===== config.mk =====
export PLATFORM = sky130hd
export DESIGN_NAME = img_capture_top
export DESIGN_NICKNAME = d
export VERILOG_FILES = /design/src/img_pkg.sv /design/src/stream_pkg.sv /design/src/word_stream_if.sv /design/src/frame_store.sv /design/src/img_capture_top.sv /design/src/pixel_framer.sv /design/src/word_fifo.sv
export SDC_FILE = /design/constraint.sdc
export NUM_CORES = 2
export LEC_CHECK = 0
export BUFFER_PORTS_ARGS = -buffer_cell sky130_fd_sc_hd__buf_2
export CORE_UTILIZATION = 55
export CTS_CLUSTER_SIZE = 40
export DETAILED_ROUTE_END_ITERATION = 10
export GPL_ROUTABILITY_DRIVEN = 0
export PLACE_DENSITY_LB_ADDON = 0.05
export SYNTH_ARGS = -nofsm -noshare
export SYNTH_HDL_FRONTEND = slang
export SYNTH_HIERARCHICAL = 1
export SYNTH_MEMORY_MAX_BITS = 65536
export SYNTH_SLANG_ARGS = --single-unit

===== constraint.sdc =====
create_clock -name clk -period 14.65 [get_ports clk]
set_clock_uncertainty 0.15 [all_clocks]
set_input_delay 0.7325 -clock clk [delete_from_list [all_inputs] [get_ports clk]]
set_output_delay 0.7325 -clock clk [all_outputs]
set_load 0.02 [all_outputs]

===== src/img_pkg.sv =====
`default_nettype none

package img_pkg;

    // ============================================================
    // Image format
    // ============================================================
    localparam int PIXEL_W = 12;
    localparam int HEADER_WORDS = 4;
    localparam int HEADER_W = 64;

    // ============================================================
    // Highlight / shadow statistics
    // ============================================================
    // Top bits of a pixel tested against all ones or all zeros
    localparam int STAT_BITS = 7;
    localparam int STAT_COUNT_W = 18;
    // Phase counter width, one sample per 4x4 block
    localparam int SAMPLE_STRIDE_W = 2;

    typedef logic [PIXEL_W-1:0] pixel_t;
    typedef logic [STAT_COUNT_W-1:0] stat_count_t;

endpackage

`default_nettype wire


===== src/stream_pkg.sv =====
`default_nettype none

package stream_pkg;

    localparam int WORD_W = 16;
    localparam int FIFO_DEPTH = 8;
    localparam int STORE_DEPTH = 256;
    // One bit wider than the RAM address so a full count of STORE_DEPTH fits
    localparam int STORE_ADDR_W = 9;

    // Header and checksum words use the raw view, pixels the pixel view
    typedef union packed {
        logic [WORD_W-1:0] raw;
        struct packed {
            logic [WORD_W-img_pkg::PIXEL_W-1:0] pad;
            img_pkg::pixel_t px;
        } pixel;
    } stream_word_u;

endpackage

`default_nettype wire


===== src/word_stream_if.sv =====
`default_nettype none

// Word stream with valid/ready handshake
// A word moves on a rising clk when valid and ready are both high
interface word_stream_if;

    logic valid;
    logic ready;
    stream_pkg::stream_word_u word;

    modport source (
        output valid,
        output word,
        input  ready
    );

    modport sink (
        input  valid,
        input  word,
        output ready
    );

endinterface

`default_nettype wire

===== src/frame_store.sv =====
`default_nettype none

module frame_store (
    input  logic                                clk,
    input  logic                                rst_n,
    input  logic                                cmd_capture,
    input  logic                                cmd_readout,
    input  logic                                frame_done,
    word_stream_if.sink                         in,
    output logic                                readout_valid,
    output stream_pkg::stream_word_u            readout_data,
    output logic [stream_pkg::STORE_ADDR_W-1:0] word_count,
    output logic                                capture_done,
    input  logic                                readout_ready
);

    stream_pkg::stream_word_u               ram [stream_pkg::STORE_DEPTH];
    logic [stream_pkg::STORE_ADDR_W-1:0]    rd_addr;
    logic                                   reading;
    logic                                   done_seen;
    logic                                   wr_en;
    logic                                   rd_fire;

    // No intake while the store is being read out
    assign in.ready = !reading;
    assign wr_en = in.valid && in.ready && int'(word_count) < stream_pkg::STORE_DEPTH;
    // Refill the output register when it is empty or being taken
    assign rd_fire = reading && rd_addr < word_count && (!readout_valid || readout_ready);

    always_ff @(posedge clk) begin
        if (wr_en)   ram[word_count[stream_pkg::STORE_ADDR_W-2:0]] <= in.word;
        if (rd_fire) readout_data <= ram[rd_addr[stream_pkg::STORE_ADDR_W-2:0]];
    end

    always_ff @(posedge clk or negedge rst_n) begin
        if (!rst_n) begin
            word_count <= '0;
            rd_addr <= '0;
            reading <= 1'b0;
            readout_valid <= 1'b0;
            done_seen <= 1'b0;
            capture_done <= 1'b0;
        end else begin
            capture_done <= 1'b0;
            if (wr_en) word_count <= word_count + 1'b1;

            // End of capture once the FIFO has drained
            if (frame_done) begin
                done_seen <= 1'b1;
            end else if (done_seen && !in.valid) begin
                done_seen <= 1'b0;
                capture_done <= 1'b1;
            end

            if (rd_fire) begin
                readout_valid <= 1'b1;
                rd_addr <= rd_addr + 1'b1;
            end else if (readout_valid && readout_ready) begin
                readout_valid <= 1'b0;
            end

            if (reading && rd_addr == word_count && (!readout_valid || readout_ready)) begin
                reading <= 1'b0;
            end

            if (cmd_capture) begin
                word_count <= '0;
                done_seen <= 1'b0;
            end
            if (cmd_readout) begin
                reading <= 1'b1;
                rd_addr <= '0;
            end
        end
    end

endmodule

`default_nettype wire


===== src/img_capture_top.sv =====
`default_nettype none

module img_capture_top (
    input  logic                                clk,
    input  logic                                rst_n,
    // Commands
    input  logic                                cmd_capture,
    input  logic                                cmd_readout,
    input  logic [img_pkg::HEADER_W-1:0]        cmd_header,
    // Image sensor
    input  logic [img_pkg::PIXEL_W-1:0]         img_d,
    input  logic                                img_fv,
    input  logic                                img_lv,
    // Readout stream
    output logic                                readout_valid,
    output logic [stream_pkg::WORD_W-1:0]       readout_data,
    input  logic                                readout_ready,
    // Status
    output logic                                status_capture_done,
    output logic [stream_pkg::STORE_ADDR_W-1:0] status_word_count,
    output logic [img_pkg::STAT_COUNT_W-1:0]    status_highlight_count,
    output logic [img_pkg::STAT_COUNT_W-1:0]    status_shadow_count,
    output logic                                status_overflow
);

    logic                       frame_done;
    stream_pkg::stream_word_u   readout_word;

    word_stream_if framer_to_fifo ();
    word_stream_if fifo_to_store ();

    assign readout_data = readout_word.raw;

    pixel_framer framer_i (
        .clk             (clk),
        .rst_n           (rst_n),
        .cmd_capture     (cmd_capture),
        .cmd_header      (cmd_header),
        .img_d           (img_d),
        .img_fv          (img_fv),
        .img_lv          (img_lv),
        .frame_done      (frame_done),
        .highlight_count (status_highlight_count),
        .shadow_count    (status_shadow_count),
        .overflow        (status_overflow),
        .out             (framer_to_fifo.source)
    );

    word_fifo fifo_i (
        .clk   (clk),
        .rst_n (rst_n),
        .in    (framer_to_fifo.sink),
        .out   (fifo_to_store.source)
    );

    frame_store store_i (
        .clk           (clk),
        .rst_n         (rst_n),
        .cmd_capture   (cmd_capture),
        .cmd_readout   (cmd_readout),
        .frame_done    (frame_done),
        .in            (fifo_to_store.sink),
        .readout_valid (readout_valid),
        .readout_data  (readout_word),
        .word_count    (status_word_count),
        .capture_done  (status_capture_done),
        .readout_ready (readout_ready)
    );

endmodule

`default_nettype wire


===== src/pixel_framer.sv =====
`default_nettype none

module pixel_framer (
    input  logic                            clk,
    input  logic                            rst_n,
    input  logic                            cmd_capture,
    input  logic [img_pkg::HEADER_W-1:0]    cmd_header,
    input  img_pkg::pixel_t                 img_d,
    input  logic                            img_fv,
    input  logic                            img_lv,
    output logic                            frame_done,
    output img_pkg::stat_count_t            highlight_count,
    output img_pkg::stat_count_t            shadow_count,
    output logic                            overflow,
    word_stream_if.source                   out
);

    typedef enum logic [2:0] {
        ST_IDLE, ST_HEADER, ST_WAIT_FRAME, ST_FRAME, ST_CK_HI, ST_CK_LO
    } state_t;

    state_t                                     state;
    logic [$clog2(img_pkg::HEADER_WORDS)-1:0]   hdr_cnt;
    logic [img_pkg::HEADER_W-1:0]               header_sr;
    logic [stream_pkg::WORD_W-1:0]              sum_a;
    logic [stream_pkg::WORD_W-1:0]              sum_b;
    logic [stream_pkg::WORD_W-1:0]              a_next;
    logic [stream_pkg::WORD_W-1:0]              b_next;
    logic                                       fv_prev;
    logic                                       lv_prev;
    logic                                       fv_rise;
    logic                                       pixel_en;
    logic [img_pkg::SAMPLE_STRIDE_W-1:0]        x_phase;
    logic [img_pkg::SAMPLE_STRIDE_W-1:0]        y_phase;
    logic                                       sample_en;
    img_pkg::pixel_t                            sample_px;
    logic [img_pkg::STAT_BITS-1:0]              sample_top;
    logic                                       done_pend;
    logic                                       emit_data;
    logic                                       emit_ck;
    stream_pkg::stream_word_u                   emit_word;

    // Addition modulo 2^16-1 for the Fletcher sums
    function automatic logic [stream_pkg::WORD_W-1:0] mod_add(
        input logic [stream_pkg::WORD_W-1:0] x,
        input logic [stream_pkg::WORD_W-1:0] y
    );
        logic [stream_pkg::WORD_W:0] s;
        s = {1'b0, x} + {1'b0, y};
        if (s >= {1'b0, {stream_pkg::WORD_W{1'b1}}}) begin
            s = s - {1'b0, {stream_pkg::WORD_W{1'b1}}};
        end
        return s[stream_pkg::WORD_W-1:0];
    endfunction

    assign fv_rise = img_fv && !fv_prev;
    // A pixel on the very first line cycle of the frame is kept too
    assign pixel_en = img_fv && img_lv &&
                      (state == ST_FRAME || (state == ST_WAIT_FRAME && fv_rise));
    assign sample_top = sample_px[img_pkg::PIXEL_W-1 -: img_pkg::STAT_BITS];
    assign a_next = mod_add(sum_a, emit_word.raw);
    assign b_next = mod_add(sum_b, a_next);

    // ============================================================
    // Word selection
    // ============================================================
    always_comb begin
        emit_word = '0;
        emit_data = 1'b0;
        emit_ck = 1'b0;
        case (state)
            ST_HEADER: begin
                emit_data = 1'b1;
                emit_word.raw = header_sr[img_pkg::HEADER_W-1 -: stream_pkg::WORD_W];
            end
            ST_WAIT_FRAME, ST_FRAME: begin
                emit_data = pixel_en;
                emit_word.pixel.px = img_d;
            end
            ST_CK_HI: begin
                emit_ck = 1'b1;
                emit_word.raw = sum_b;
            end
            ST_CK_LO: begin
                emit_ck = 1'b1;
                emit_word.raw = sum_a;
            end
            default: ;
        endcase
    end

    // ============================================================
    // Control, checksum and statistics
    // ============================================================
    always_ff @(posedge clk or negedge rst_n) begin
        if (!rst_n) begin
            state <= ST_IDLE;
            hdr_cnt <= '0;
            sum_a <= '0;
            sum_b <= '0;
            fv_prev <= 1'b0;
            lv_prev <= 1'b0;
            x_phase <= '0;
            y_phase <= '0;
            sample_en <= 1'b0;
            highlight_count <= '0;
            shadow_count <= '0;
            overflow <= 1'b0;
            done_pend <= 1'b0;
            frame_done <= 1'b0;
            out.valid <= 1'b0;
        end else begin
            fv_prev <= img_fv;
            lv_prev <= img_lv;
            out.valid <= emit_data || emit_ck;
            done_pend <= 1'b0;
            frame_done <= done_pend;
            sample_en <= pixel_en && x_phase == '0 && y_phase == '0;

            if (!img_lv) x_phase <= '0;
            else         x_phase <= x_phase + 1'b1;

            if (!img_fv)                   y_phase <= '0;
            else if (lv_prev && !img_lv)   y_phase <= y_phase + 1'b1;

            // The buffer cannot stall a camera, so a refused word is lost
            if (out.valid && !out.ready) overflow <= 1'b1;

            if (emit_data) begin
                sum_a <= a_next;
                sum_b <= b_next;
            end

            if (sample_en) begin
                if (&sample_top)        highlight_count <= highlight_count + 1'b1;
                else if (~|sample_top)  shadow_count <= shadow_count + 1'b1;
            end

            case (state)
                ST_HEADER: begin
                    hdr_cnt <= hdr_cnt + 1'b1;
                    if (int'(hdr_cnt) == img_pkg::HEADER_WORDS - 1) state <= ST_WAIT_FRAME;
                end
                ST_WAIT_FRAME: if (fv_rise) state <= ST_FRAME;
                ST_FRAME:      if (!img_fv) state <= ST_CK_HI;
                ST_CK_HI:      state <= ST_CK_LO;
                ST_CK_LO: begin
                    state <= ST_IDLE;
                    done_pend <= 1'b1;
                end
                default: ;
            endcase

            if (cmd_capture) begin
                state <= ST_HEADER;
                hdr_cnt <= '0;
                sum_a <= '0;
                sum_b <= '0;
                highlight_count <= '0;
                shadow_count <= '0;
                overflow <= 1'b0;
            end
        end
    end

    // Payload registers
    always_ff @(posedge clk) begin
        sample_px <= img_d;
        if (emit_data || emit_ck) out.word <= emit_word;
        if (cmd_capture)             header_sr <= cmd_header;
        else if (state == ST_HEADER) header_sr <= header_sr << stream_pkg::WORD_W;
    end

endmodule

`default_nettype wire


===== src/word_fifo.sv =====
`default_nettype none

module word_fifo (
    input  logic            clk,
    input  logic            rst_n,
    word_stream_if.sink     in,
    word_stream_if.source   out
);

    stream_pkg::stream_word_u                       mem [stream_pkg::FIFO_DEPTH];
    logic [$clog2(stream_pkg::FIFO_DEPTH)-1:0]      wr_ptr;
    logic [$clog2(stream_pkg::FIFO_DEPTH)-1:0]      rd_ptr;
    logic [$clog2(stream_pkg::FIFO_DEPTH):0]        count;
    logic                                           push;
    logic                                           pop;

    assign in.ready = int'(count) != stream_pkg::FIFO_DEPTH;
    assign out.valid = count != '0;
    assign out.word = mem[rd_ptr];

    assign push = in.valid && in.ready;
    assign pop = out.valid && out.ready;

    always_ff @(posedge clk) begin
        if (push) mem[wr_ptr] <= in.word;
    end

    // Pointers wrap on their own, depth is a power of two
    always_ff @(posedge clk or negedge rst_n) begin
        if (!rst_n) begin
            wr_ptr <= '0;
            rd_ptr <= '0;
            count <= '0;
        end else begin
            if (push) wr_ptr <= wr_ptr + 1'b1;
            if (pop)  rd_ptr <= rd_ptr + 1'b1;
            case ({push, pop})
                2'b10:   count <= count + 1'b1;
                2'b01:   count <= count - 1'b1;
                default: ;
            endcase
        end
    end

endmodule

`default_nettype wire


==> reports/qor.csv <==
metric,value,unit
multiInputGateArea,0.0387,mm2
max_slew.worst_pin.slew,1550,ps
power_frac_comb,27.3,%
dr_total_vias,87600,
cp-end-kind,flip-flop,
synth_xor_area_share,0.383,%
die_x,564,um
seqPwrFrac,45.1,%
ir_worst_vdd,0.000246,V
place_inst,12500,
cts.sink_count,4443,
grt_pass1_vias,87300,
layout_commonest_cell,edfxtp_1,
synth-compound-area-share,3.52,%
grt_setup_unrepaired,no,
insertion_delay,960,ps
synth_cell_types,98,
ys.flop_type,edfxtp_1,
timing.final.crit_share,54.6,%
io_pins,147,
seqCellArea,0.133,mm2
worstReg2RegStart,framer_i/state[1]$_DFFE_PN0P_,
firstDrtPassIters,6,
r2r-end,framer_i/sum_b[13]$_DFFE_PN0P_,
place_hpwl,272000,um
critPathMaxFanout,24,
syn_area,0.174,mm2
fmax,0.125,GHz
area_growth_syn_to_layout,12.8,%
yosys_warnings,6,
cpMaxStageDelayCell,nor2b_1,
layout_common_cells,"edfxtp_1 (4320), mux4_2 (1019), clkbuf_16 (460), buf_4 (386), nor2_1 (378)",
switching_power,12.9,mW
path_class,flip-flop to flip-flop,
final_layout_size_suffix_gt1_share,26.1,%
worstPathArrival,8670,ps
r2r_cells,24,
hold_start,readout_ready,
netSwitchingFraction,31.5,%
p_per_area,209,mW/mm2
min_path_cells,3,
critPathLaunchType,flip-flop,
core-area,0.315,mm2
clock_power_share,27.6,%
fin_hold_ws,148,ps
fin_crit,8010,ps
syn-num-nets,8358,
nFillCells,21700,
fin_cells,13400,
cts_buffers,449,
drtIter0Drc,11200,
internal_power,28.1,mW
relSlewSlack,-3.61,%
nNetsFinal,8964,
cts_max_path_buffers,4,
die_y,564,um
async_flop_share,2.61,%
path_clk_slew,60,ps
required,15320,ps
placementRows,206,
cp_slowest_stage_delay,840,ps
synth-edff-count,4320,
start_util,55.2,%
rrSetupSlack,6640,ps
dieArea,0.318,mm2
antenna_found_initial,22,
hold_class,input pin to flip-flop,
setup_tns,0,ps
grt_overflow,0,
io_buffers,146,
syn_inst,8210,
htreeDepth,5,
slew_viol_final,2,
synth.ff_latch_count,4443,
synthAdderAreaFrac,0.481,%
drc,0,
synth_top_family_by_area,multiplexers,
grt_max_degree,135,
hold_viol_final,0,
wl_per_cell,34.7,um
outcome,"complete, but fails checks",
p_leak,62.0,nW
cts_resized,0,
antenna_left,0,
grt_pass1_wl,656000,um
synth-simple-area-share,2.51,%
vias_per_cell,6.56,
wl,464000,um
ys_seq_area_share,76.4,%
worstPathCellList,"nor2b_1, a22oi_1, o22ai_1, ha_1, a211oi_2, nor2_1, xor2_1, nand3_1, a2111oi_0, a41oi_1, buf_4, xnor2_1, ha_1, inv_1, fa_1, and2b_1, o2111a_1, nor4_1, nor4_2, nand2_1, nor3_4, nand2_1, o311a_1, a221o_1",
syn_avg_cell_area,21.2,um2
grt_use_total,29.2,%
tritoncts,built,
violations,"capacitance limit, slew limit",
min_to,store_i/readout_valid$_DFFE_PN0P_,
synthMuxAreaShare,15.2,%
cap_viol_max_count,1,
cts_root_buf,clkbuf_16,
setup_viol,0,
-- Yosys cell counts (84+ instances only) --
cell / instances / area share [%]
a21oi_1: 109 / 0.31
nor2_1: 413 / 0.89
clkbuf_1: 186 / 0.40
dfrtp_1: 116 / 1.7
mux2i_1: 184 / 1.1
edfxtp_1: 4320 / 75
buf_2: 155 / 0.45
mux4_2: 1019 / 13
o21ai_0: 84 / 0.24
a22oi_1: 235 / 1.0
nand2_1: 214 / 0.46
nand3_1: 128 / 0.37
-- metal layers --
layer  part of all wire, %  wire length (um)  global-route usage [%]
met2                    48            224000                    46.5
met3                   8.4             38900                    5.47
met1                    40            184000                    41.2
met5                0.0026                12                       0
met4                   3.8             17500                    9.99
-- what timing repair did --
action | 4_1_cts | 5_1_grt
setup buffers | 0 | 0
hold buffers | 75 | 0
endpoints found under the hold margin | 122 | 0
-- power groups by stage --
stage / clock network [mW] / registers [mW] / logic (mW)
floorplan: 0 / 18.9 / 7.12
global placement: 0 / 18.7 / 10.9
detailed placement: 0 / 18.7 / 11.3
CTS: 11.5 / 18.5 / 11.3
global route: 11.9 / 18.5 / 12.0
finish: 11.3 / 18.5 / 11.2
-- critical path, delay by kind of cell (launching register included) --
kind,cells,cell delay (ps)
AND/OR/NAND/NOR,9,2770
AO/OA/AOI/OAI,8,2510
flip-flops,1,650
buffers and inverters,2,290
XOR/XNOR,2,540
adder cells (fa/ha/maj),3,970
-- worst max-delay path by stage --
stage                                  start  cells after the start  slack (ps)                        endpoint
2_1_floorplan  framer_i/state[0]$_DFFE_PN0P_                     27        7770  framer_i/sum_b[13]$_DFFE_PN0P_
3_3_place_gp   framer_i/state[1]$_DFFE_PN0P_                     24        6880  framer_i/sum_b[13]$_DFFE_PN0P_
3_5_place_dp   framer_i/state[1]$_DFFE_PN0P_                     24        6760  framer_i/sum_b[13]$_DFFE_PN0P_
4_1_cts        framer_i/state[1]$_DFFE_PN0P_                     24        6690  framer_i/sum_b[13]$_DFFE_PN0P_
5_1_grt        framer_i/state[1]$_DFFE_PN0P_                     24        5800  framer_i/sum_b[13]$_DFFE_PN0P_
6_report       framer_i/state[1]$_DFFE_PN0P_                     24        6640  framer_i/sum_b[13]$_DFFE_PN0P_
-- per-stage QoR --
stage / setup WS (ps) / total power, mW / utilization [%] / instance area, um2
after global placement: 6880 / 29.6 / 57.4 / 181000
after global routing: 5800 / 42.5 / 62.3 / 196000
after CTS: 6690 / 41.3 / 62.3 / 196000
final: 6640 / 41.0 / 62.3 / 196000
after floorplan: 7770 / 26.0 / - / 174000
after detailed placement: 6760 / 30.1 / 57.4 / 181000
-- flip-flops by register name, summed over array words and instances, names as in the netlist, 4 cells and up --
signal                    flops
store_i/ram                4096
framer_i/sum_a               16
store_i/readout_data         16
framer_i/sum_b               16
store_i/rd_addr               9
framer_i/sample_px            7
framer_i/header_sr           64
framer_i/out.word            16
store_i/word_count            9
framer_i/highlight_count     18
fifo_i/mem                  128
fifo_i/count                  4
framer_i/shadow_count        18
-- area by class of cell --
| type | count | share of cell area, % |
|---|---|---|
| Tap cell | 4160 | 2.66 |
| Multi-Input combinational cell | 3261 | 19.8 |
| Inverter | 44 | 0.0881 |
| Sequential cell | 4443 | 67.7 |
| Clock inverter | 277 | 1.32 |
| Timing Repair Buffer | 617 | 2.35 |
| Clock buffer | 551 | 6.07 |
| Antenna cell | 7 | 0.00894 |
-- kinds of logic after synthesis --
logic type / after synthesis
DFF: 4443
muxes: 1306
and+or+nand+nor: 962
AOI/OAI and AO/OA: 852
buffers and inverters: 506
xor gates and xnor gates: 76
adders and majority gates: 65
Note: power is estimated with default switching activity, not from simulation.
